===== src/hdl/ccu_params.svh =====
// CCU parameters
// Widths, depths, channel count and opcodes shared by the
// configuration control unit and its testbench
`ifndef CCU_PARAMS_SVH
`define CCU_PARAMS_SVH

// ==============================
// Datapath widths
// ==============================
`define CCU_IN_WIDTH      128     // Input beat, two words
`define CCU_WORD_WIDTH    64      // One instruction word
`define CCU_LAYER_WIDTH   16
`define CCU_NIP_WIDTH     16      // Input point count
`define CCU_ARG_WIDTH     40

// ==============================
// Instruction RAM and channels
// ==============================
`define CCU_ISA_DEPTH     16
`define CCU_PTR_WIDTH     5       // RAM index plus wrap bit
`define CCU_NUM_CH        4

// Opcodes, channel i owns base plus i
`define CCU_OPC_HDR       8'h80
`define CCU_OPC_ENG_BASE  8'h81

`endif

===== src/hdl/ccu_pkg.sv =====
// CCU package
// Instruction word views and the dispatcher state type
`include "ccu_params.svh"

package ccu_pkg;

    // ==============================
    // Instruction word, two views
    // ==============================

    // Network header, first word of a stream
    typedef struct packed {
        logic [`CCU_WORD_WIDTH-`CCU_LAYER_WIDTH-17:0] reserved;
        logic [7:0]                                    mode;
        logic [`CCU_LAYER_WIDTH-1:0]                   num_layer;
        logic [7:0]                                    opcode;     // Low byte
    } hdr_word_s;

    // One engine configuration
    typedef struct packed {
        logic [`CCU_ARG_WIDTH-1:0] arg;
        logic [`CCU_NIP_WIDTH-1:0] nip;
        logic [7:0]                opcode;
    } eng_word_s;

    // Same RAM word, decoded by dispatcher or by a channel
    typedef union packed {
        hdr_word_s hdr;
        eng_word_s eng;
    } isa_word_u;

    // ==============================
    // Dispatcher FSM
    // ==============================
    typedef enum logic [2:0] {
        IDLE     = 3'd0,
        HDR_RD   = 3'd1,    // Wait for word 0, then read it
        HDR_WAIT = 3'd2,    // Header data on RAM output
        PICK     = 3'd3,
        SCAN     = 3'd4,
        RESP     = 3'd5,
        DONE     = 3'd6
    } disp_state_e;

endpackage


===== src/hdl/ccu_top.sv =====
// Configuration control unit, top level
// Instruction loader, run dispatcher and one configuration channel
// per engine: systolic array, pooling, FPS and KNN
`include "ccu_params.svh"

module ccu_top (
    input  logic                                          clk,
    input  logic                                          rst_n,
    input  logic                                          start_i,
    input  logic [`CCU_IN_WIDTH-1:0]                      in_data_i,
    input  logic                                          in_valid_i,
    input  logic [`CCU_NUM_CH-1:0]                        cfg_ready_i,
    output logic                                          in_ready_o,
    output logic [`CCU_NUM_CH-1:0]                        cfg_valid_o,
    output logic [`CCU_NUM_CH-1:0][`CCU_NIP_WIDTH-1:0]    cfg_nip_o,
    output logic [`CCU_NUM_CH-1:0][`CCU_ARG_WIDTH-1:0]    cfg_arg_o,
    output logic [7:0]                                    net_mode_o,
    output logic                                          net_done_o,
    output logic                                          net_busy_o
);

    logic                                       run_clear;
    logic                                       run_active;
    logic                                       rd_en;
    logic [`CCU_PTR_WIDTH-1:0]                  rd_addr;
    logic                                       rd_valid;
    ccu_pkg::isa_word_u                         rd_data;
    logic [`CCU_PTR_WIDTH-1:0]                  wr_ptr;
    logic [`CCU_LAYER_WIDTH-1:0]                num_layer;
    logic [`CCU_NUM_CH-1:0]                     grant;
    logic [`CCU_NUM_CH-1:0]                     ch_req;
    logic [`CCU_NUM_CH-1:0]                     ch_done;
    logic [`CCU_NUM_CH-1:0][`CCU_PTR_WIDTH-1:0] ch_ptr;

    isa_loader i_isa_loader (
        .clk          (clk),
        .rst_n        (rst_n),
        .run_clear_i  (run_clear),
        .run_active_i (run_active),
        .in_data_i    (in_data_i),
        .in_valid_i   (in_valid_i),
        .rd_en_i      (rd_en),
        .rd_addr_i    (rd_addr),
        .ch_ptr_i     (ch_ptr),
        .in_ready_o   (in_ready_o),
        .wr_ptr_o     (wr_ptr),
        .rd_data_o    (rd_data)
    );

    cfg_dispatch i_cfg_dispatch (
        .clk          (clk),
        .rst_n        (rst_n),
        .start_i      (start_i),
        .wr_ptr_i     (wr_ptr),
        .rd_data_i    (rd_data),
        .ch_req_i     (ch_req),
        .ch_done_i    (ch_done),
        .ch_ptr_i     (ch_ptr),
        .run_clear_o  (run_clear),
        .run_active_o (run_active),
        .rd_en_o      (rd_en),
        .rd_addr_o    (rd_addr),
        .grant_o      (grant),
        .rd_valid_o   (rd_valid),
        .num_layer_o  (num_layer),
        .net_mode_o   (net_mode_o),
        .net_done_o   (net_done_o),
        .net_busy_o   (net_busy_o)
    );

    // Channel i owns opcode base plus i
    for (genvar g = 0; g < `CCU_NUM_CH; g++) begin : gen_ch
        cfg_channel #(
            .CH_OPCODE (8'(`CCU_OPC_ENG_BASE + g))
        ) i_cfg_channel (
            .clk         (clk),
            .rst_n       (rst_n),
            .clear_i     (run_clear),
            .grant_i     (grant[g]),
            .rd_valid_i  (rd_valid),
            .rd_data_i   (rd_data),
            .wr_ptr_i    (wr_ptr),
            .num_layer_i (num_layer),
            .cfg_ready_i (cfg_ready_i[g]),
            .req_o       (ch_req[g]),
            .done_o      (ch_done[g]),
            .ptr_o       (ch_ptr[g]),
            .cfg_valid_o (cfg_valid_o[g]),
            .cfg_nip_o   (cfg_nip_o[g]),
            .cfg_arg_o   (cfg_arg_o[g])
        );
    end

endmodule


===== src/hdl/cfg_channel.sv =====
// Engine configuration channel
// Keeps one engine's read pointer into the shared instruction RAM and
// its delivered layer count. Words with its own opcode are registered
// and held under valid/ready, all other words are skipped.
`include "ccu_params.svh"

module cfg_channel #(
    parameter logic [7:0] CH_OPCODE = `CCU_OPC_ENG_BASE
) (
    input  logic                          clk,
    input  logic                          rst_n,
    input  logic                          clear_i,
    input  logic                          grant_i,
    input  logic                          rd_valid_i,
    input  ccu_pkg::isa_word_u            rd_data_i,
    input  logic [`CCU_PTR_WIDTH-1:0]     wr_ptr_i,
    input  logic [`CCU_LAYER_WIDTH-1:0]   num_layer_i,
    input  logic                          cfg_ready_i,
    output logic                          req_o,
    output logic                          done_o,
    output logic [`CCU_PTR_WIDTH-1:0]     ptr_o,
    output logic                          cfg_valid_o,
    output logic [`CCU_NIP_WIDTH-1:0]     cfg_nip_o,
    output logic [`CCU_ARG_WIDTH-1:0]     cfg_arg_o
);

    logic [`CCU_PTR_WIDTH-1:0]    ptr_q;
    logic [`CCU_LAYER_WIDTH-1:0]  cnt_q;        // Delivered layers
    logic                         valid_q;
    logic [`CCU_NIP_WIDTH-1:0]    nip_q;
    logic [`CCU_ARG_WIDTH-1:0]    arg_q;
    logic                         take;
    logic                         own;

    assign take = grant_i & rd_valid_i;           // Word inspected this cycle
    assign own  = (rd_data_i.eng.opcode == CH_OPCODE);

    // Ask only when the engine can take a new configuration right away
    assign req_o  = cfg_ready_i & ~valid_q & (cnt_q < num_layer_i) & (ptr_q != wr_ptr_i);
    assign done_o = (cnt_q == num_layer_i) & ~valid_q;

    // ==============================
    // Pointer and layer count
    // ==============================
    always_ff @(posedge clk or negedge rst_n) begin
        if (!rst_n) begin
            ptr_q <= '0;
            cnt_q <= '0;
        end else if (clear_i) begin
            ptr_q <= '0;
            cnt_q <= '0;
        end else if (take) begin
            ptr_q <= ptr_q + 1'b1;     // Skip or consume
            if (own)
                cnt_q <= cnt_q + 1'b1;
        end
    end

    // ==============================
    // Engine handshake
    // ==============================
    always_ff @(posedge clk or negedge rst_n) begin
        if (!rst_n)
            valid_q <= 1'b0;
        else if (clear_i)
            valid_q <= 1'b0;
        else if (take && own)
            valid_q <= 1'b1;
        else if (valid_q && cfg_ready_i)
            valid_q <= 1'b0;
    end

    always_ff @(posedge clk) begin
        if (take && own) begin
            nip_q <= rd_data_i.eng.nip;
            arg_q <= rd_data_i.eng.arg;
        end
    end

    assign ptr_o       = ptr_q;
    assign cfg_valid_o = valid_q;
    assign cfg_nip_o   = nip_q;
    assign cfg_arg_o   = arg_q;

endmodule


===== src/hdl/cfg_dispatch.sv =====
// Configuration dispatcher
// Runs the network FSM: reads and checks the header word, then grants
// one requesting channel at a time and routes its read pointer to the
// instruction RAM. Each inspected word costs PICK, SCAN and RESP.
`include "ccu_params.svh"

module cfg_dispatch (
    input  logic                                          clk,
    input  logic                                          rst_n,
    input  logic                                          start_i,
    input  logic [`CCU_PTR_WIDTH-1:0]                     wr_ptr_i,
    input  ccu_pkg::isa_word_u                            rd_data_i,
    input  logic [`CCU_NUM_CH-1:0]                        ch_req_i,
    input  logic [`CCU_NUM_CH-1:0]                        ch_done_i,
    input  logic [`CCU_NUM_CH-1:0][`CCU_PTR_WIDTH-1:0]    ch_ptr_i,
    output logic                                          run_clear_o,
    output logic                                          run_active_o,
    output logic                                          rd_en_o,
    output logic [`CCU_PTR_WIDTH-1:0]                     rd_addr_o,
    output logic [`CCU_NUM_CH-1:0]                        grant_o,
    output logic                                          rd_valid_o,
    output logic [`CCU_LAYER_WIDTH-1:0]                   num_layer_o,
    output logic [7:0]                                    net_mode_o,
    output logic                                          net_done_o,
    output logic                                          net_busy_o
);

    ccu_pkg::disp_state_e             state_q;
    ccu_pkg::disp_state_e             state_d;
    logic [`CCU_NUM_CH-1:0]           grant_q;
    logic [`CCU_NUM_CH-1:0]           grant_d;
    logic [`CCU_PTR_WIDTH-1:0]        sel_ptr;
    logic                             hdr_ok;
    logic [`CCU_LAYER_WIDTH-1:0]      num_layer_q;
    logic [7:0]                       mode_q;

    // Header must carry its opcode and at least one layer
    assign hdr_ok = (rd_data_i.hdr.opcode == `CCU_OPC_HDR) &&
                    (rd_data_i.hdr.num_layer != '0);

    // Fixed priority, lowest index wins
    assign grant_d = ch_req_i & (~ch_req_i + 1'b1);

    // ==============================
    // Run FSM
    // ==============================
    always_comb begin
        state_d = state_q;
        case (state_q)
            ccu_pkg::IDLE:     if (start_i) state_d = ccu_pkg::HDR_RD;
            ccu_pkg::HDR_RD:   if (wr_ptr_i != '0) state_d = ccu_pkg::HDR_WAIT;
            ccu_pkg::HDR_WAIT: state_d = hdr_ok ? ccu_pkg::PICK : ccu_pkg::DONE;
            ccu_pkg::PICK: begin
                if (&ch_done_i)
                    state_d = ccu_pkg::DONE;
                else if (|ch_req_i)
                    state_d = ccu_pkg::SCAN;
            end
            ccu_pkg::SCAN:     state_d = ccu_pkg::RESP;
            ccu_pkg::RESP:     state_d = ccu_pkg::PICK;
            default:           state_d = ccu_pkg::IDLE;     // DONE
        endcase
    end

    always_ff @(posedge clk or negedge rst_n) begin
        if (!rst_n) begin
            state_q <= ccu_pkg::IDLE;
            grant_q <= '0;
        end else begin
            state_q <= state_d;
            if (state_q == ccu_pkg::PICK && state_d == ccu_pkg::SCAN)
                grant_q <= grant_d;     // Held through SCAN and RESP
            else if (state_q == ccu_pkg::RESP)
                grant_q <= '0;
        end
    end

    // ==============================
    // Header registers
    // ==============================
    always_ff @(posedge clk or negedge rst_n) begin
        if (!rst_n) begin
            num_layer_q <= '0;
            mode_q      <= '0;
        end else if (state_q == ccu_pkg::IDLE) begin
            num_layer_q <= '0;
        end else if (state_q == ccu_pkg::HDR_WAIT) begin
            mode_q <= rd_data_i.hdr.mode;
            if (hdr_ok)
                num_layer_q <= rd_data_i.hdr.num_layer;
        end
    end

    // ==============================
    // RAM read control
    // ==============================
    always_comb begin
        sel_ptr = '0;
        for (int i = 0; i < `CCU_NUM_CH; i++) begin
            if (grant_q[i])
                sel_ptr = ch_ptr_i[i];
        end
    end

    assign rd_en_o   = (state_q == ccu_pkg::HDR_RD && wr_ptr_i != '0) ||
                       (state_q == ccu_pkg::SCAN);
    assign rd_addr_o = (state_q == ccu_pkg::SCAN) ? sel_ptr : '0;  // Header at 0

    assign grant_o      = grant_q;
    assign rd_valid_o   = (state_q == ccu_pkg::RESP);
    assign run_clear_o  = (state_q == ccu_pkg::IDLE);
    assign run_active_o = (state_q != ccu_pkg::IDLE) && (state_q != ccu_pkg::DONE);
    assign num_layer_o  = num_layer_q;
    assign net_mode_o   = mode_q;
    assign net_done_o   = (state_q == ccu_pkg::DONE);
    assign net_busy_o   = (state_q != ccu_pkg::IDLE);

endmodule


===== src/hdl/isa_loader.sv =====
// Instruction loader
// Holds one 128-bit input beat and writes it into the instruction RAM
// as two 64-bit words, low half first. Free space is tracked against
// the channel read pointer that trails the write pointer most.
`include "ccu_params.svh"

module isa_loader (
    input  logic                                          clk,
    input  logic                                          rst_n,
    input  logic                                          run_clear_i,
    input  logic                                          run_active_i,
    input  logic [`CCU_IN_WIDTH-1:0]                      in_data_i,
    input  logic                                          in_valid_i,
    input  logic                                          rd_en_i,
    input  logic [`CCU_PTR_WIDTH-1:0]                     rd_addr_i,
    input  logic [`CCU_NUM_CH-1:0][`CCU_PTR_WIDTH-1:0]    ch_ptr_i,
    output logic                                          in_ready_o,
    output logic [`CCU_PTR_WIDTH-1:0]                     wr_ptr_o,
    output ccu_pkg::isa_word_u                            rd_data_o
);

    logic [`CCU_IN_WIDTH-1:0]   beat_q;
    logic                       hold_valid_q;   // Splitter holds a beat
    logic                       half_q;         // High word is next
    logic [`CCU_PTR_WIDTH-1:0]  wr_ptr_q;
    logic [`CCU_PTR_WIDTH-1:0]  max_dist;
    logic                       full;
    logic                       wr_en;
    logic [`CCU_WORD_WIDTH-1:0] wr_word;

    logic [`CCU_WORD_WIDTH-1:0] isa_ram [`CCU_ISA_DEPTH];
    ccu_pkg::isa_word_u         rd_data_q;

    // ==============================
    // Beat splitter
    // ==============================
    assign in_ready_o = run_active_i & ~hold_valid_q;
    assign wr_en      = hold_valid_q & ~full;
    assign wr_word    = half_q ? beat_q[`CCU_IN_WIDTH-1:`CCU_WORD_WIDTH]
                               : beat_q[`CCU_WORD_WIDTH-1:0];

    always_ff @(posedge clk or negedge rst_n) begin
        if (!rst_n) begin
            hold_valid_q <= 1'b0;
            half_q       <= 1'b0;
        end else if (run_clear_i) begin
            hold_valid_q <= 1'b0;
            half_q       <= 1'b0;
        end else if (in_valid_i && in_ready_o) begin
            hold_valid_q <= 1'b1;
            half_q       <= 1'b0;
        end else if (wr_en) begin
            if (half_q)
                hold_valid_q <= 1'b0;   // Both halves stored
            half_q <= ~half_q;
        end
    end

    // Payload only, qualified by hold_valid_q
    always_ff @(posedge clk) begin
        if (in_valid_i && in_ready_o)
            beat_q <= in_data_i;
    end

    always_ff @(posedge clk or negedge rst_n) begin
        if (!rst_n)
            wr_ptr_q <= '0;
        else if (run_clear_i)
            wr_ptr_q <= '0;
        else if (wr_en)
            wr_ptr_q <= wr_ptr_q + 1'b1;
    end

    assign wr_ptr_o = wr_ptr_q;

    // ==============================
    // Free space
    // ==============================
    // Largest distance behind the write pointer, modulo 32
    always_comb begin
        max_dist = '0;
        for (int i = 0; i < `CCU_NUM_CH; i++) begin
            if (wr_ptr_q - ch_ptr_i[i] > max_dist)
                max_dist = wr_ptr_q - ch_ptr_i[i];
        end
    end

    assign full = (max_dist == `CCU_ISA_DEPTH);

    // ==============================
    // Instruction RAM
    // ==============================
    always_ff @(posedge clk) begin
        if (wr_en)
            isa_ram[wr_ptr_q[`CCU_PTR_WIDTH-2:0]] <= wr_word;
        if (rd_en_i)
            rd_data_q <= isa_ram[rd_addr_i[`CCU_PTR_WIDTH-2:0]]; // One cycle latency
    end

    assign rd_data_o = rd_data_q;

endmodule


===== config.mk =====
export PLATFORM = sky130hd
export DESIGN_NAME = ccu_top
export DESIGN_NICKNAME = d
export VERILOG_FILES = /design/src/hdl/ccu_pkg.sv /design/src/hdl/ccu_top.sv /design/src/hdl/cfg_channel.sv /design/src/hdl/cfg_dispatch.sv /design/src/hdl/isa_loader.sv
export VERILOG_INCLUDE_DIRS = /design/src /design/src/hdl
export SDC_FILE = /design/constraint.sdc
export NUM_CORES = 2
export LEC_CHECK = 0
export BUFFER_PORTS_ARGS = -buffer_cell sky130_fd_sc_hd__buf_4
export CAP_MARGIN = 20
export CELL_PAD_IN_SITES_DETAIL_PLACEMENT = 0
export CELL_PAD_IN_SITES_GLOBAL_PLACEMENT = 1
export CORE_ASPECT_RATIO = 1.1
export CORE_MARGIN = 2
export CORE_UTILIZATION = 53
export CTS_BUF_LIST = sky130_fd_sc_hd__clkbuf_2 sky130_fd_sc_hd__clkbuf_4 sky130_fd_sc_hd__clkbuf_8
export DETAILED_ROUTE_END_ITERATION = 10
export PLACE_DENSITY = 0.93
export SKIP_CTS_REPAIR_TIMING = 1
export SYNTH_ARGS = -nofsm -noshare
export SYNTH_HDL_FRONTEND = slang
export SYNTH_SLANG_ARGS = --single-unit

===== constraint.sdc =====
create_clock -name clk -period 14.6 [get_ports clk]
set_input_delay 2.19 -clock clk [delete_from_list [all_inputs] [get_ports clk]]
set_output_delay 2.19 -clock clk [all_outputs]
set_load 0.01 [all_outputs]

==> flow_metrics.env <==
export IMPL_core_box_area_um2=116000
export IMPL_final_period_utilization=0.561
export IMPL_final_max_slew_viol_count=0
export IMPL_worst_setup_hold_path_clk_slew_ns=0.07
export IMPL_worstPathArrival_ns=8.73
export IMPL_vias=37300
export IMPL_timing_worst_slew_pin_value_ns=1.34
export IMPL_grt_start_max_net_pins=227
export IMPL_syn_instance_count=4347
export IMPL_hold_path_class="reg2reg"
export IMPL_cts_tree="yes"
export IMPL_synthesis_nets=4594
export IMPL_finalWorstPathRequiredPeriod_ns=8.19
export IMPL_clock_sink_count=1566
export IMPL_avgSynthCellArea_um2=14.2
export IMPL_synth_enable_flop_cells=1440
export IMPL_synth_flop_cell="sky130_fd_sc_hd__edfxtp_1"
export IMPL_ys_async_sr_fraction=0.0805
export IMPL_fmax_mhz=122
export IMPL_rsz0062_at_grt="no"
export IMPL_grt_use_total=0.235
export IMPL_post_synth_top_area_fraction=0.698
export IMPL_root_buffer="sky130_fd_sc_hd__clkbuf_8"
export IMPL_grt_pass1_vias=37100
export IMPL_detail_route_wirelength_um=141000
export IMPL_drive_above_1_share=0.186
export IMPL_worst_ir_drop_vdd_uv=170
export IMPL_final_setup_tns_ns=0
export IMPL_number_of_input_and_output_port_buffers_inserted=374
export IMPL_design_die_area_um2=120000
export IMPL_synth_top_cell_by_area="sky130_fd_sc_hd__edfxtp_1"
export IMPL_post_route_drc_count=0
export IMPL_cp_slowest_stage_delay_ns=0.73
export IMPL_drt_pass1_iter_count=5
export IMPL_floorplan_initialDensity=0.534
export IMPL_antenna_violating_nets_post_route=0
export IMPL_setup_violations_final=0
export IMPL_fin_worst_skew_ns=0.0505
export IMPL_dpl_hpwl_um=79900
export IMPL_num_io_pins=375
export IMPL_post_synth_main_area_contributors="sky130_fd_sc_hd__edfxtp_1 70%, sky130_fd_sc_hd__dfrtp_1 5.1%, sky130_fd_sc_hd__nand2_1 3.7%"
export IMPL_htree_num_levels=4
export IMPL_cellLeakagePower_nw=25.6
export IMPL_synth_distinct_cells=70
export IMPL_synth_top_cells_by_count="1440 x sky130_fd_sc_hd__edfxtp_1, 611 x sky130_fd_sc_hd__nand2_1, 482 x sky130_fd_sc_hd__nor2_1, 175 x sky130_fd_sc_hd__clkbuf_1, 161 x sky130_fd_sc_hd__o21ai_0"
export IMPL_timing_critical_path_to_type="flop"
export IMPL_worst_path_max_fanout=45
export IMPL_finalHoldViolCount=0
export IMPL_status="finished, final reports clean"
export IMPL_number_of_warnings_printed_during_yosys_synthesis=0
export IMPL_yosysMostFrequentCell="sky130_fd_sc_hd__edfxtp_1"
export IMPL_wl_per_cell_um=21.7
export IMPL_rows=131
export IMPL_finalCoreUtilization=0.615
export IMPL_global_route_wire_length_before_repair_um=214000
export IMPL_drt_iter0_markers=3825
export IMPL_dieWidth_um=330
export IMPL_chipHeight_um=362
export IMPL_critPathRequiredTime_ns=15.14
export IMPL_max_cap_violations=0
export IMPL_critPathKind="reg2reg"
export IMPL_mappedNetlistArea_um2=61900
export IMPL_clock_tree_buffer_depth=3
export IMPL_timing_critical_path_from_type="flop"
export IMPL_power_density_nw_per_um2=171
export IMPL_gpl_final_weighted_congestion=0.830
export IMPL_clk_latency_ns=0.95
export IMPL_design_final_nets=5022
export IMPL_initial_antenna_violation_count=6
export IMPL_slowest_cell_on_the_critical_path="sky130_fd_sc_hd__buf_4"
export IMPL_synthToLayoutAreaGrowth_pct=15.1
export IMPL_yosys_register_bits=1566
export IMPL_vias_per_cell=5.73
export IMPL_cts_inserted_buffers=233
export IMPL_global_route_overflow_total=0
export IMPL_maxSlewHeadroom=0.106
export IMPL_ys_seq_area_frac=0.749
state kept, by name (all words and copies together) (netlist names), 16 cells and up:
register and count:
gen_ch.i_cfg_channel.cfg_nip_o 64, i_isa_loader.isa_ram 1024, i_cfg_dispatch.num_layer_o 16, i_isa_loader.rd_data_o 64
i_isa_loader.beat_q 128, gen_ch.i_cfg_channel.cnt_q 64, gen_ch.i_cfg_channel.cfg_arg_o 160, gen_ch.i_cfg_channel.ptr_o 20
where the power goes:
group / internal, mW / total (mW) / switching [mW]
combinational: 0.703 / 2.31 / 1.61
clock: 1.93 / 3.61 / 1.68
sequential: 5.98 / 6.25 / 0.276
per-stage QoR:
| stage | setup slack (ns) | cells | instance area [um^2] | power (mW) | hold slack (ns) |
|---|---|---|---|---|---|
| floorplan | 4.04 | 4347 | 61900 | 7.73 | 0.459 |
| global placement | 6.55 | 6062 | 66300 | 8.55 | 0.472 |
| detailed placement | 6.51 | 6062 | 66300 | 8.62 | 0.489 |
| CTS | 6.45 | 6495 | 71100 | 12.2 | 0.503 |
| global route | 5.78 | 6507 | 71300 | 12.7 | 0.507 |
| finish | 6.41 | 6509 | 71300 | 12.2 | 0.486 |
per-layer routing:
layer / GRT usage / up-vias / wire (um)
li1: - / 17000 / -
met1: 0.315 / 18400 / 56800
met2: 0.385 / 1613 / 69700
met3: 0.0480 / 239 / 11300
met4: 0.0782 / 2 / 3530
met5: 0 / - / 13
layout make-up:
| class | count | area, um^2 |
|---|---|---|
| sequential | 1566 | 46400 |
| tap | 1529 | 1910 |
| timing repair buffer | 426 | 3380 |
| clock inverter | 120 | 943 |
| fill | 8259 | 44600 |
| inverter | 68 | 255 |
| multi-input combinational | 2480 | 14500 |
| antenna | 7 | 17.5 |
| clock buffer | 313 | 3870 |
logic make-up after synthesis:
kind of cell             synth area share
AO/OA/AOI/OAI                      0.0732
XOR/XNOR                           0.0105
multiplexers                       0.0162
flip-flops                          0.749
AND/OR/NAND/NOR                     0.108
buffers and inverters              0.0195
adder cells (fa/ha/maj)            0.0229
path summary, 6_finish.rpt:
| path | from | to | slack (ns) | cells after the start |
|---|---|---|---|---|
| worst max-delay path | i_isa_loader.wr_ptr_o[0] | i_isa_loader.isa_ram[5][38] | 6.41 | 29 |
| worst min-delay path | i_isa_loader.rd_data_o[39] | gen_ch[3].i_cfg_channel.cfg_arg_o[15] | 0.49 | 0 |
| worst max register to register | i_isa_loader.wr_ptr_o[0] | i_isa_loader.isa_ram[5][38] | 6.41 | 29 |
| worst min register to register | i_isa_loader.rd_data_o[39] | gen_ch[3].i_cfg_channel.cfg_arg_o[15] | 0.49 | 0 |
| max in group asynchronous | rst_n | i_cfg_dispatch.net_mode_o[1] | 12.05 | 2 |
| min in group asynchronous | rst_n | gen_ch[1].i_cfg_channel.cnt_q[13] | 1.32 | 1 |
cell usage in the layout, fill, tap and decap left out, types with 5 or more instances in the layout:
master and instances:
sky130_fd_sc_hd__a211oi_1 133, sky130_fd_sc_hd__a21o_1 24, sky130_fd_sc_hd__a21oi_1 53, sky130_fd_sc_hd__a22oi_1 64, sky130_fd_sc_hd__a31oi_1 128, sky130_fd_sc_hd__and2_0 49
sky130_fd_sc_hd__and2_1 87, sky130_fd_sc_hd__and3_1 15, sky130_fd_sc_hd__and3_4 13, sky130_fd_sc_hd__buf_16 7, sky130_fd_sc_hd__buf_4 415, sky130_fd_sc_hd__bufinv_16 11
sky130_fd_sc_hd__clkbuf_4 70, sky130_fd_sc_hd__clkbuf_8 243, sky130_fd_sc_hd__clkinv_1 60, sky130_fd_sc_hd__clkinv_2 31, sky130_fd_sc_hd__dfrtp_1 125, sky130_fd_sc_hd__diode_2 7
sky130_fd_sc_hd__edfxtp_1 1440, sky130_fd_sc_hd__ha_1 107, sky130_fd_sc_hd__inv_1 68, sky130_fd_sc_hd__mux2_2 73, sky130_fd_sc_hd__mux2i_1 17, sky130_fd_sc_hd__nand2_1 610
sky130_fd_sc_hd__nand2b_1 6, sky130_fd_sc_hd__nand3_1 144, sky130_fd_sc_hd__nand3b_1 12, sky130_fd_sc_hd__nand4_1 38, sky130_fd_sc_hd__nor2_1 480, sky130_fd_sc_hd__nor2b_1 12
sky130_fd_sc_hd__nor3_1 5, sky130_fd_sc_hd__nor4_1 7, sky130_fd_sc_hd__o21a_1 8, sky130_fd_sc_hd__o21ai_0 161, sky130_fd_sc_hd__o221ai_1 65, sky130_fd_sc_hd__o31ai_1 18
sky130_fd_sc_hd__or3_1 15, sky130_fd_sc_hd__xnor2_1 29, sky130_fd_sc_hd__xor2_1 45
critical path, delay by kind of cell, from the launching register on:
kind,cells,cell delay [ns]
AO/OA/AOI/OAI,14,3.06
AND/OR/NAND/NOR,3,0.78
buffers and inverters,4,1.08
multiplexers,2,0.63
XOR/XNOR,1,0.26
adder cells (fa/ha/maj),5,1.51
flip-flops,1,0.43
(Power assumes the default switching activity.)
